**config.mk**
```make
export PLATFORM = sky130hd
export DESIGN_NAME = fdc_top
export DESIGN_NICKNAME = d
export VERILOG_FILES = /design/src/fdc_pkg.sv /design/src/fdc_host_port.sv /design/src/fdc_head_stepper.sv /design/src/fdc_cmd_ctrl.sv /design/src/fdc_top.sv
export SDC_FILE = /design/constraint.sdc
export NUM_CORES = 1
export LEC_CHECK = 0
export ABC_CLOCK_PERIOD_IN_PS = 9600
export BUFFER_PORTS_ARGS = -buffer_cell sky130_fd_sc_hd__buf_2
export CAP_MARGIN = 20
export CORE_AREA = 2 2 184 186
export CTS_BUF_LIST = sky130_fd_sc_hd__clkbuf_8
export DETAILED_ROUTE_END_ITERATION = 7
export DIE_AREA = 0 0 186 188
export PLACE_DENSITY_LB_ADDON = 0.2
export SYNTH_ARGS = -nofsm -noshare
export SYNTH_HDL_FRONTEND = slang
export SYNTH_SLANG_ARGS = --single-unit
```
**constraint.sdc**
```tcl
create_clock -name i_clk_sys -period 9.6 [get_ports i_clk_sys]
set_clock_uncertainty 0.05 [all_clocks]
set_input_delay 1.92 -clock i_clk_sys [delete_from_list [all_inputs] [get_ports i_clk_sys]]
set_output_delay 1.92 -clock i_clk_sys [all_outputs]
set_load 0.01 [all_outputs]
```
**src/fdc_pkg.sv**
```systemverilog
// fdc shared package holding register bit positions, command codes, status codes and bus records
`default_nettype none

package fdc_pkg;

	localparam int NUM_DRIVES = 2;

	// ========================================
	// main status register bit positions
	// ========================================
	localparam int MSR_D0B = 0; // drive 0 seeking
	localparam int MSR_D1B = 1; // drive 1 seeking
	localparam int MSR_CB  = 4; // command in progress
	localparam int MSR_EXM = 5; // no execution phase here
	localparam int MSR_DIO = 6; // 1 = controller to host
	localparam int MSR_RQM = 7;

	// ========================================
	// command codes, low five bits of the command byte
	// ========================================
	localparam logic [4:0] OPC_SPECIFY     = 5'b00011;
	localparam logic [4:0] OPC_SENSE_DRIVE = 5'b00100;
	localparam logic [4:0] OPC_RECALIBRATE = 5'b00111;
	localparam logic [4:0] OPC_SENSE_INT   = 5'b01000;
	localparam logic [4:0] OPC_SEEK        = 5'b01111;

	// status register 0 codes with the drive number ORed into bit 0
	localparam logic [7:0] ST0_SEEK_OK_BASE  = 8'h20;
	localparam logic [7:0] ST0_SEEK_ERR_BASE = 8'he8; // abnormal end with seek end and not ready
	localparam logic [7:0] ST0_INVALID       = 8'h80;

	// host bus event toward the command controller
	typedef struct packed {
		logic       wr_stb; // data register write
		logic       rd_stb; // data register read
		logic [7:0] data;
	} host_ev_t;

	// controller request to one head stepper
	typedef struct packed {
		logic       go;
		logic       clr_int;
		logic [7:0] ncn; // new cylinder number
	} seek_req_t;

	// head stepper status back to the controller
	typedef struct packed {
		logic       busy;
		logic       int_pending;
		logic       seek_ok;
		logic [7:0] pcn; // present cylinder number
	} drive_state_t;

endpackage

`default_nettype wire

```
**src/fdc_host_port.sv**
```systemverilog
// fdc host port that samples the nRD/nWR/a0 bus into strobes and selects the read data
`timescale 1ns/1ps
`default_nettype none

module fdc_host_port (
	input  logic              i_clk_sys,
	input  logic              i_reset,
	input  logic              i_nrd,
	input  logic              i_nwr,
	input  logic              i_a0,
	input  logic [7:0]        i_din,
	input  logic [7:0]        i_msr,
	input  logic [7:0]        i_data_reg,
	output fdc_pkg::host_ev_t o_ev,
	output logic [7:0]        o_dout
);

	logic       nrd_q;
	logic       nwr_q;
	logic       a0_q;
	logic [7:0] din_q;
	logic       rd_lvl;
	logic       wr_lvl;
	logic       rd_old;
	logic       wr_old;
	logic       rd_stb_q;
	logic       wr_stb_q;
	logic [7:0] data_q;

	assign rd_lvl = nwr_q & ~nrd_q; // read only when write is idle
	assign wr_lvl = ~nwr_q & nrd_q;

	always_ff @(posedge i_clk_sys) begin
		if (i_reset) begin
			nrd_q    <= 1'b1;
			nwr_q    <= 1'b1;
			a0_q     <= 1'b0;
			rd_old   <= 1'b0;
			wr_old   <= 1'b0;
			rd_stb_q <= 1'b0;
			wr_stb_q <= 1'b0;
		end else begin
			nrd_q    <= i_nrd;
			nwr_q    <= i_nwr;
			a0_q     <= i_a0;
			rd_old   <= rd_lvl;
			wr_old   <= wr_lvl;
			rd_stb_q <= rd_lvl & ~rd_old & a0_q; // only the data register
			wr_stb_q <= wr_lvl & ~wr_old & a0_q;
		end
	end

	// write data travels with the strobe
	always_ff @(posedge i_clk_sys) begin
		din_q <= i_din;
		if (wr_lvl & ~wr_old)
			data_q <= din_q;
	end

	assign o_ev   = '{wr_stb: wr_stb_q, rd_stb: rd_stb_q, data: data_q};
	assign o_dout = i_a0 ? i_data_reg : i_msr;

endmodule

`default_nettype wire

```
**src/fdc_head_stepper.sv**
```systemverilog
// fdc head stepper for one drive, tracks the cylinder and times each step of a seek
`timescale 1ns/1ps
`default_nettype none

module fdc_head_stepper #(
	parameter int CYCLES_PER_MS = 4000,
	parameter int NUM_CYLINDERS = 40
) (
	input  logic                  i_clk_sys,
	input  logic                  i_reset,
	input  fdc_pkg::seek_req_t    i_req,
	input  logic [3:0]            i_srt,
	input  logic                  i_motor,
	input  logic                  i_ready,
	output fdc_pkg::drive_state_t o_state
);

	// wide enough for the slowest step rate
	localparam int TMR_W = $clog2(16 * CYCLES_PER_MS + 1);

	logic             busy;
	logic             int_pending;
	logic             seek_ok;
	logic [7:0]       pcn;
	logic [7:0]       ncn;
	logic [TMR_W-1:0] step_tmr;
	logic [TMR_W-1:0] step_period;
	logic             target_ok;

	// srt 15 gives 1 ms per step, srt 0 gives 16 ms
	assign step_period = TMR_W'((16 - int'(i_srt)) * CYCLES_PER_MS);

	// track 0 is always reachable
	assign target_ok = (i_req.ncn == 8'd0) ||
		(i_motor && i_ready && (int'(i_req.ncn) < NUM_CYLINDERS));

	// ========================================
	// seek sequencer
	// ========================================
	always_ff @(posedge i_clk_sys) begin
		if (i_reset) begin
			busy        <= 1'b0;
			int_pending <= 1'b0;
			seek_ok     <= 1'b0;
			pcn         <= 8'd0;
			step_tmr    <= '0;
		end else if (i_req.go) begin
			ncn      <= i_req.ncn;
			step_tmr <= '0;
			if (target_ok) begin
				busy        <= 1'b1;
				int_pending <= 1'b0;
			end else begin
				busy        <= 1'b0; // report a rejected seek at once
				int_pending <= 1'b1;
				seek_ok     <= 1'b0;
			end
		end else begin
			if (i_req.clr_int)
				int_pending <= 1'b0;
			if (busy) begin
				if (step_tmr != '0) begin
					step_tmr <= step_tmr - 1'b1;
				end else if (pcn == ncn) begin
					busy        <= 1'b0;
					int_pending <= 1'b1;
					seek_ok     <= i_ready; // clear if the drive dropped out during the seek
				end else begin
					if (pcn > ncn)
						pcn <= pcn - 8'd1;
					else
						pcn <= pcn + 8'd1;
					step_tmr <= step_period - 1'b1;
				end
			end
		end
	end

	assign o_state = '{
		busy:        busy,
		int_pending: int_pending,
		seek_ok:     seek_ok,
		pcn:         pcn
	};

endmodule

`default_nettype wire

```
**src/fdc_cmd_ctrl.sv**
```systemverilog
// fdc command controller that decodes commands, gathers parameters and serves result bytes
`timescale 1ns/1ps
`default_nettype none

module fdc_cmd_ctrl (
	input  logic                                           i_clk_sys,
	input  logic                                           i_reset,
	input  fdc_pkg::host_ev_t                              i_ev,
	input  fdc_pkg::drive_state_t [fdc_pkg::NUM_DRIVES-1:0] i_drv,
	input  logic [fdc_pkg::NUM_DRIVES-1:0]                 i_available,
	input  logic [fdc_pkg::NUM_DRIVES-1:0]                 i_wp,
	input  logic [fdc_pkg::NUM_DRIVES-1:0]                 i_two_sided,
	input  logic [fdc_pkg::NUM_DRIVES-1:0]                 i_ready,
	output fdc_pkg::seek_req_t [fdc_pkg::NUM_DRIVES-1:0]    o_req,
	output logic [3:0]                                     o_srt,
	output logic [7:0]                                     o_msr,
	output logic [7:0]                                     o_data_reg
);
	import fdc_pkg::*;

	typedef enum logic [3:0] {
		ST_IDLE,
		ST_SPECIFY1,
		ST_SPECIFY2,
		ST_RECAL,
		ST_SEEK_DRV,
		ST_SEEK_NCN,
		ST_SENSE_DRV,
		ST_SENSE_DRV_RD,
		ST_SENSE_INT_ST0,
		ST_SENSE_INT_PCN,
		ST_INVALID
	} state_t;

	state_t                state;
	logic                  sel_drv;  // drive of the current command
	logic                  sel_head;
	logic                  sis_drv;  // drive being reported by sense interrupt
	logic [NUM_DRIVES-1:0] req_go;
	logic [NUM_DRIVES-1:0] req_clr;
	logic [7:0]            req_ncn [NUM_DRIVES];
	logic                  result_phase;
	logic                  sis_pend;
	logic                  sis_sel;
	logic [7:0]            sis_st0;
	logic [7:0]            st3;

	// lowest pending drive answers first
	assign sis_pend = i_drv[0].int_pending | i_drv[1].int_pending;
	assign sis_sel  = ~i_drv[0].int_pending;
	assign sis_st0  = (i_drv[sis_sel].seek_ok ? ST0_SEEK_OK_BASE : ST0_SEEK_ERR_BASE) |
		{7'd0, sis_sel};

	assign st3 = {
		1'b0,
		i_wp[sel_drv] & i_ready[sel_drv],
		i_available[sel_drv],
		i_drv[sel_drv].pcn == 8'd0, // track 0
		i_two_sided[sel_drv],
		sel_head,
		1'b0,
		sel_drv
	};

	assign result_phase = state inside {ST_SENSE_DRV_RD, ST_SENSE_INT_ST0,
		ST_SENSE_INT_PCN, ST_INVALID};

	// ========================================
	// main status register
	// ========================================
	always_comb begin
		o_msr          = 8'h00;
		o_msr[MSR_D0B] = i_drv[0].busy;
		o_msr[MSR_D1B] = i_drv[1].busy;
		o_msr[MSR_CB]  = (state != ST_IDLE);
		o_msr[MSR_EXM] = 1'b0;
		o_msr[MSR_DIO] = result_phase;
		o_msr[MSR_RQM] = 1'b1; // host never has to wait
	end

	// ========================================
	// command state machine
	// ========================================
	always_ff @(posedge i_clk_sys) begin
		if (i_reset) begin
			state   <= ST_IDLE;
			o_srt   <= 4'd4;
			req_go  <= '0;
			req_clr <= '0;
		end else begin
			req_go  <= '0; // single cycle pulses
			req_clr <= '0;
			case (state)
				ST_IDLE: if (i_ev.wr_stb) begin
					if (i_ev.data[7:5] != 3'b000) begin
						state   <= ST_INVALID;
						req_clr <= '1;
					end else begin
						case (i_ev.data[4:0])
							OPC_SPECIFY: begin
								state   <= ST_SPECIFY1;
								req_clr <= '1;
							end
							OPC_SENSE_DRIVE: begin
								state   <= ST_SENSE_DRV;
								req_clr <= '1;
							end
							OPC_RECALIBRATE: state <= ST_RECAL;
							OPC_SENSE_INT:   state <= ST_SENSE_INT_ST0;
							OPC_SEEK:        state <= ST_SEEK_DRV;
							default: begin
								state   <= ST_INVALID;
								req_clr <= '1;
							end
						endcase
					end
				end
				ST_SPECIFY1: if (i_ev.wr_stb) begin
					o_srt <= i_ev.data[7:4]; // head unload time ignored
					state <= ST_SPECIFY2;
				end
				ST_SPECIFY2: if (i_ev.wr_stb) state <= ST_IDLE; // head load byte
				ST_RECAL: if (i_ev.wr_stb) begin
					req_go[i_ev.data[0]]  <= 1'b1;
					req_ncn[i_ev.data[0]] <= 8'd0;
					state                 <= ST_IDLE;
				end
				ST_SEEK_DRV: if (i_ev.wr_stb) begin
					sel_drv <= i_ev.data[0];
					state   <= ST_SEEK_NCN;
				end
				ST_SEEK_NCN: if (i_ev.wr_stb) begin
					req_go[sel_drv]  <= 1'b1;
					req_ncn[sel_drv] <= i_ev.data;
					state            <= ST_IDLE;
				end
				ST_SENSE_DRV: if (i_ev.wr_stb) begin
					sel_drv  <= i_ev.data[0];
					sel_head <= i_ev.data[2];
					state    <= ST_SENSE_DRV_RD;
				end
				ST_SENSE_DRV_RD: if (i_ev.rd_stb) begin
					o_data_reg <= st3;
					state      <= ST_IDLE;
				end
				ST_SENSE_INT_ST0: if (i_ev.rd_stb) begin
					if (sis_pend) begin
						o_data_reg <= sis_st0;
						sis_drv    <= sis_sel;
						state      <= ST_SENSE_INT_PCN;
					end else begin
						o_data_reg <= ST0_INVALID; // nothing to report
						state      <= ST_IDLE;
					end
				end
				ST_SENSE_INT_PCN: if (i_ev.rd_stb) begin
					o_data_reg       <= i_drv[sis_drv].pcn;
					req_clr[sis_drv] <= 1'b1;
					state            <= ST_IDLE;
				end
				ST_INVALID: if (i_ev.rd_stb) begin
					o_data_reg <= ST0_INVALID;
					state      <= ST_IDLE;
				end
				default: state <= ST_IDLE;
			endcase
		end
	end

	always_comb begin
		for (int i = 0; i < NUM_DRIVES; i++) begin
			o_req[i].go      = req_go[i];
			o_req[i].clr_int = req_clr[i];
			o_req[i].ncn     = req_ncn[i];
		end
	end

endmodule

`default_nettype wire

```
**src/fdc_top.sv**
```systemverilog
// fdc top level joining the host port, the command controller and two head steppers
`timescale 1ns/1ps
`default_nettype none

module fdc_top #(
	parameter int CYCLES_PER_MS = 4000,
	parameter int NUM_CYLINDERS = 40
) (
	input  logic                           i_clk_sys,
	input  logic                           i_reset,
	input  logic                           i_nrd,
	input  logic                           i_nwr,
	input  logic                           i_a0,
	input  logic [7:0]                     i_din,
	output logic [7:0]                     o_dout,
	input  logic [fdc_pkg::NUM_DRIVES-1:0] i_ready,
	input  logic [fdc_pkg::NUM_DRIVES-1:0] i_motor,
	input  logic [fdc_pkg::NUM_DRIVES-1:0] i_available,
	input  logic [fdc_pkg::NUM_DRIVES-1:0] i_wp,
	input  logic [fdc_pkg::NUM_DRIVES-1:0] i_two_sided
);
	import fdc_pkg::*;

	host_ev_t                       host_ev;
	seek_req_t    [NUM_DRIVES-1:0]  seek_req;
	drive_state_t [NUM_DRIVES-1:0]  drv_state;
	logic         [3:0]             srt;      // shared step rate
	logic         [7:0]             msr;
	logic         [7:0]             data_reg;

	fdc_host_port u_host (
		.i_clk_sys  (i_clk_sys),
		.i_reset    (i_reset),
		.i_nrd      (i_nrd),
		.i_nwr      (i_nwr),
		.i_a0       (i_a0),
		.i_din      (i_din),
		.i_msr      (msr),
		.i_data_reg (data_reg),
		.o_ev       (host_ev),
		.o_dout     (o_dout)
	);

	fdc_cmd_ctrl u_ctrl (
		.i_clk_sys   (i_clk_sys),
		.i_reset     (i_reset),
		.i_ev        (host_ev),
		.i_drv       (drv_state),
		.i_available (i_available),
		.i_wp        (i_wp),
		.i_two_sided (i_two_sided),
		.i_ready     (i_ready),
		.o_req       (seek_req),
		.o_srt       (srt),
		.o_msr       (msr),
		.o_data_reg  (data_reg)
	);

	// ========================================
	// one stepper per drive
	// ========================================
	fdc_head_stepper #(
		.CYCLES_PER_MS (CYCLES_PER_MS),
		.NUM_CYLINDERS (NUM_CYLINDERS)
	) u_step0 (
		.i_clk_sys (i_clk_sys),
		.i_reset   (i_reset),
		.i_req     (seek_req[0]),
		.i_srt     (srt),
		.i_motor   (i_motor[0]),
		.i_ready   (i_ready[0]),
		.o_state   (drv_state[0])
	);

	fdc_head_stepper #(
		.CYCLES_PER_MS (CYCLES_PER_MS),
		.NUM_CYLINDERS (NUM_CYLINDERS)
	) u_step1 (
		.i_clk_sys (i_clk_sys),
		.i_reset   (i_reset),
		.i_req     (seek_req[1]),
		.i_srt     (srt),
		.i_motor   (i_motor[1]),
		.i_ready   (i_ready[1]),
		.o_state   (drv_state[1])
	);

endmodule

`default_nettype wire

```
# Word level (Yosys, flattened, before mapping)
# Memories as Yosys holds them, arrays and structs flattened.
# Cells that the tools add are included.
# word_totals
rom_bits	0
latch_bits	0
regBits	116
mem_count	1
ram_bits	16
# op_classes
div	0
mux	95
eq_ne	33
order_cmp	11
multipliers	1
n_reduce_logical	43
bitwise_logic	21
n_addsub	8
n_shift	0
# memory_table
name	depth	word_bits	rd	rd_clocked_by_memory_dff	write_ports	line_no	text
u_ctrl.req_ncn	2	8	2	0	1	fdc_cmd_ctrl.sv:41	logic [7:0] req_ncn [NUM_DRIVES];
# ops
op	count
$mux 8	14
$mux 16	4
$mux 1	52
$sub 16x1->16 const B	3
$mux 4	9
$mul 32x8->11 const B	1
$pmux 8 s4	1
$reduce_bool 16->1	2
$pmux 4 s7	1
$logic_not 8->1	3
$ne 2x2->1 const B	12
$pmux 4 s5	1
$reduce_and 4->1	5
$mux 9	2
$add 8x1->8 const B	2
$eq 4x3->1 const B	4
$eq 8x8->1	2
$gt 8x8->1	2
$lt 8x6->1 const B	2
$sub 8x1->8 const B	2
$eq 4x4->1 const B	3
$mux 2	6
$not 1->1	12
$eq 5x3->1 const B	2
other kinds (26)	65

# Depth between registers and ports, before layout
# depth
word_depth	8
mapped_depth	19
ltp_nobuf	18

# By module
# From an unflattened synthesis, not the netlist that was laid out.
# unflattened
hier_cells	993
hier_area_um2	9019.9
# modules_own_cells
module	cells_per_inst	area_per_inst_um2	n_inst
fdc_head_stepper at u_step0	376	3115.5	1
fdc_head_stepper at u_step1	374	3072.9	1
fdc_cmd_ctrl	198	2085.8	1
fdc_host_port	45	745.7	1

# Least setup slack after synthesis
# Ideal clock, no wire load.
# synth_timing
kind	input-to-output
from	input i_a0
to	output o_dout[1]
path_buffers	1
setup_slack_ps	5071
t_arrival_ps	2559
cell_stages	2
path_cell_list	clkbuf_1 -> mux2_2
# synth_between
elab_chain_cells	1
# synth_lines
element	line_no	text
start: declaration	fdc_top.sv:13	input logic i_a0,
$mux 8	fdc_host_port.sv:61	assign o_dout = i_a0 ? i_data_reg : i_msr;
end: declaration	fdc_top.sv:15	output logic [7:0] o_dout,
# No other way between the ends.

# Final worst setup path
# layout_timing
from	register u_ctrl.o_srt[0]
to	register u_step0.step_tmr[15]
# layout_between
elab_chain_cells	5
# layout_lines
element	line_no	text
start: declaration	fdc_cmd_ctrl.sv:15	output logic [3:0] o_srt,
start signal: assignment	fdc_cmd_ctrl.sv:119	o_srt <= i_ev.data[7:4];
$sub 5x4->6	fdc_head_stepper.sv:31	assign step_period = TMR_W'((16 - int'(i_srt)) * CYCLES_PER_MS);
$mul 32x8->11	fdc_head_stepper.sv:31	
$sub 16x1->16	fdc_head_stepper.sv:73	step_tmr <= step_period - 1'b1;
$mux 16	fdc_head_stepper.sv:64	end else if (pcn == ncn) begin
$mux 16	fdc_head_stepper.sv:62	if (step_tmr != '0) begin
end signal: assignment	fdc_head_stepper.sv:63	step_tmr <= step_tmr - 1'b1;
end signal: assignment	fdc_head_stepper.sv:73	
end: declaration	fdc_head_stepper.sv:26	logic [TMR_W-1:0] step_tmr;
# No other way between the ends. The select of a mux whose other input is x is not followed.
# A chain may end at the register's enable or synchronous reset.

==> flow_summary.yaml <==
floorplan:
  rows: 67
  ios: 31
  fp.coreArea_um2: 33100
  die_area_um2: 35000
  dieHeight_um: 188
  die_w_um: 186
  initial_core_util_pct: 23.7
finish:
  layout_commonest_cell: "nor2_1"
  fin_area_um2: 8920
  drive_above_1_share_pct: 10.3
  diodes: 0
  layout_common_cells: "nor2_1 (86), dfxtp_1 (81), inv_1 (67), a21oi_1 (65), nand2_1 (61)"
  area_growth_pct: 13.7
  ff_latch_area_um2: 3150
  layout.cells.non_filler: 1351
  nets: 973
  multiInputGateArea_um2: 4320
  nFillCells: 3520
  top_regs: "u_ctrl.req_ncn (16), u_step0.step_tmr (16), u_step1.step_tmr (16)"
logic_synthesis:
  avgSynthCellArea_um2: 9.03
  synth_area_um2: 7850
  ys_seq_elements: 132
  netlist_instances: 869
  synth-edff-count: 51
  synth_nets: 952
  ys_warn_count: 0
  ys_async_sr_fraction_pct: 0
  synthDistinctLibCells: 74
  seq_area_frac_synth_pct: 40.2
  synthFlopType: "dfxtp_1"
placed_design:
  numPortBuffers: 30
  dp_hpwl_um: 16200
  gp_congestion: 0.762
  postPlaceCellArea_um2: 8450
  dp_cells: 1319
global_routing:
  grt_usage_pct: 12.6
  grt_max_degree: 51
  grt_pass1_vias: 6157
  antenna_found_initial: 1
  grt_pass1_wl_um: 34100
  overflow: 0
clocking:
  ctsHoldBuffers: 0
  clock-sinks: 132
  cts.htree.levels: 4
  cts_buffers: 17
  clk_latency_ns: 0.45
  cts-resized-gates: 0
  path_clk_slew_ns: 0.08
  clockBufferDepth: 2
  cts_setup_buffers: 0
  cts_root_buf: "clkbuf_8"
  cts_tree: "done"
timing:
  hold_viol: 0
  setup_viol: 0
  whs_ns: 0.357
  min_period_over_period_pct: 50.8
  worst_slew_pin_slew_ns: 1.01
  slew_viol_final: 0
  min_period_ns: 4.87
  fin_setup_tns_ns: 0
  rsz0062_at_grt: "false"
  maxSlewHeadroom_pct: 32.7
  fmax_mhz: 205
outcome:
  status: "completed"
power_and_ir_drop:
  leakage_nw: 3.38
  p_total_w: 0.00117
  power_density_nw_per_um2: 131
  ir_drop_v: 0.0000691
critical_path:
  end_kind: "register"
  crit_required_ns: 9.87
  critPathKind: "register to register"
  start_kind: "register"
  cp_max_fo: 14
  worstPathArrival_ns: 5.14
routing:
  totalWireLength_um: 21100
  drtIter0Drc: 324
  drtAntennaViolNets: 0
  wire_per_inst_um: 15.6
  dr.pass1.iters: 5
  vias_per_cell: 4.59
  drc: 0
  vias: 6196
run:
  maxCapViolCount: 0
hold_path:
  hold_path_class: "register to register"
[critical path, stage by stage (launching register included)]
cell	delay, ns
dfxtp_1	0.67
inv_1	0.13
ha_1	0.31
xnor2_1	0.33
ha_1	0.32
xor2_1	0.18
ha_1	0.31
inv_1	0.06
fa_1	0.47
inv_1	0.07
ha_1	0.16
inv_1	0.05
fa_1	0.54
nor3b_1	0.28
nand4_1	0.17
nor4_1	0.34
xnor2_1	0.19
a31oi_1	0.11
[metal layers]
metal,up-vias,global-route usage [%],share of wire [%]
met1,2925,17.5,50
met3,13,2.16,2.4
met4,0,3.27,0.98
met2,78,20.3,46
li1,3180,-,-
met5,-,0,0
[per-stage QoR]
stage | setup slack (ns) | utilization, %
CTS | 4.72 | 26.9
global route | 4.25 | 26.9
detailed placement | 4.70 | 25.5
global placement | 4.89 | 25.5
floorplan | 5.07 | -
finish | 4.73 | 26.9
[power breakdown]
| group | switching (W) | internal, W | leakage [nW] |
|---|---|---|---|
| logic | 0.0000137 | 0.00000835 | 2.01 |
| registers | 0.00000320 | 0.000582 | 1.13 |
| clock network | 0.000227 | 0.000331 | 0.241 |
| total | 0.000244 | 0.000921 | 3.38 |
[cell type report]
| type | instances | area share [%] |
|---|---|---|
| clock inverters | 12 | 2.26 |
| repair buffers | 32 | 1.85 |
| clock buffers | 20 | 3.09 |
| multi-input cells | 641 | 48.4 |
| flip-flops and latches | 132 | 35.3 |
| well taps | 448 | 6.28 |
| inverters | 66 | 2.78 |
[final timing paths]
| kind | from | endpoint | slack (ns) | cells past startpoint |
|---|---|---|---|---|
| setup reg to reg | u_ctrl.o_srt[0] | u_step0.step_tmr[15] | 4.73 | 17 |
| hold reg to reg | u_host.din_q[3] | u_host.data_q[3] | 0.36 | 0 |
| setup / recovery | u_ctrl.o_srt[0] | u_step0.step_tmr[15] | 4.73 | 17 |
| hold / removal | u_host.din_q[3] | u_host.data_q[3] | 0.36 | 0 |
[cell families after synthesis]
kind of cell / synth area share (%)
simple gates: 22.9
compound gates: 15.3
flops: 40.2
buf+inv: 4.77
fa+ha+maj: 10.3
xor+xnor: 3.46
mux: 3.11
[synth_stat cells, types with 5 or more instances]
cell type,count,area [µm²]
buf_2,8,40.0
ha_1,52,651
nor3_1,29,145
and3_1,5,31.3
o22ai_1,6,37.5
mux2_2,7,78.8
nand4_1,10,62.6
inv_1,66,248
o21a_1,6,45.0
or2_2,8,50.1
xnor2_1,18,158
nand3_1,24,120
nor4_1,15,93.8
clkbuf_1,20,75.1
o21ai_0,50,250
nor2b_1,18,113
dfxtp_1,81,1620
nor3b_1,8,60.1
nand2_1,61,229
a21oi_1,65,325
and2_1,13,81.3
nand2b_1,12,75.1
a31oi_1,9,56.3
edfxtp_1,51,1530
xor2_1,13,114
a211oi_1,11,82.6
nor2_1,86,323
fa_1,8,160
o211ai_1,10,75.1
mux2i_1,15,150
No activity file was read; power rests on OpenSTA's default activity.
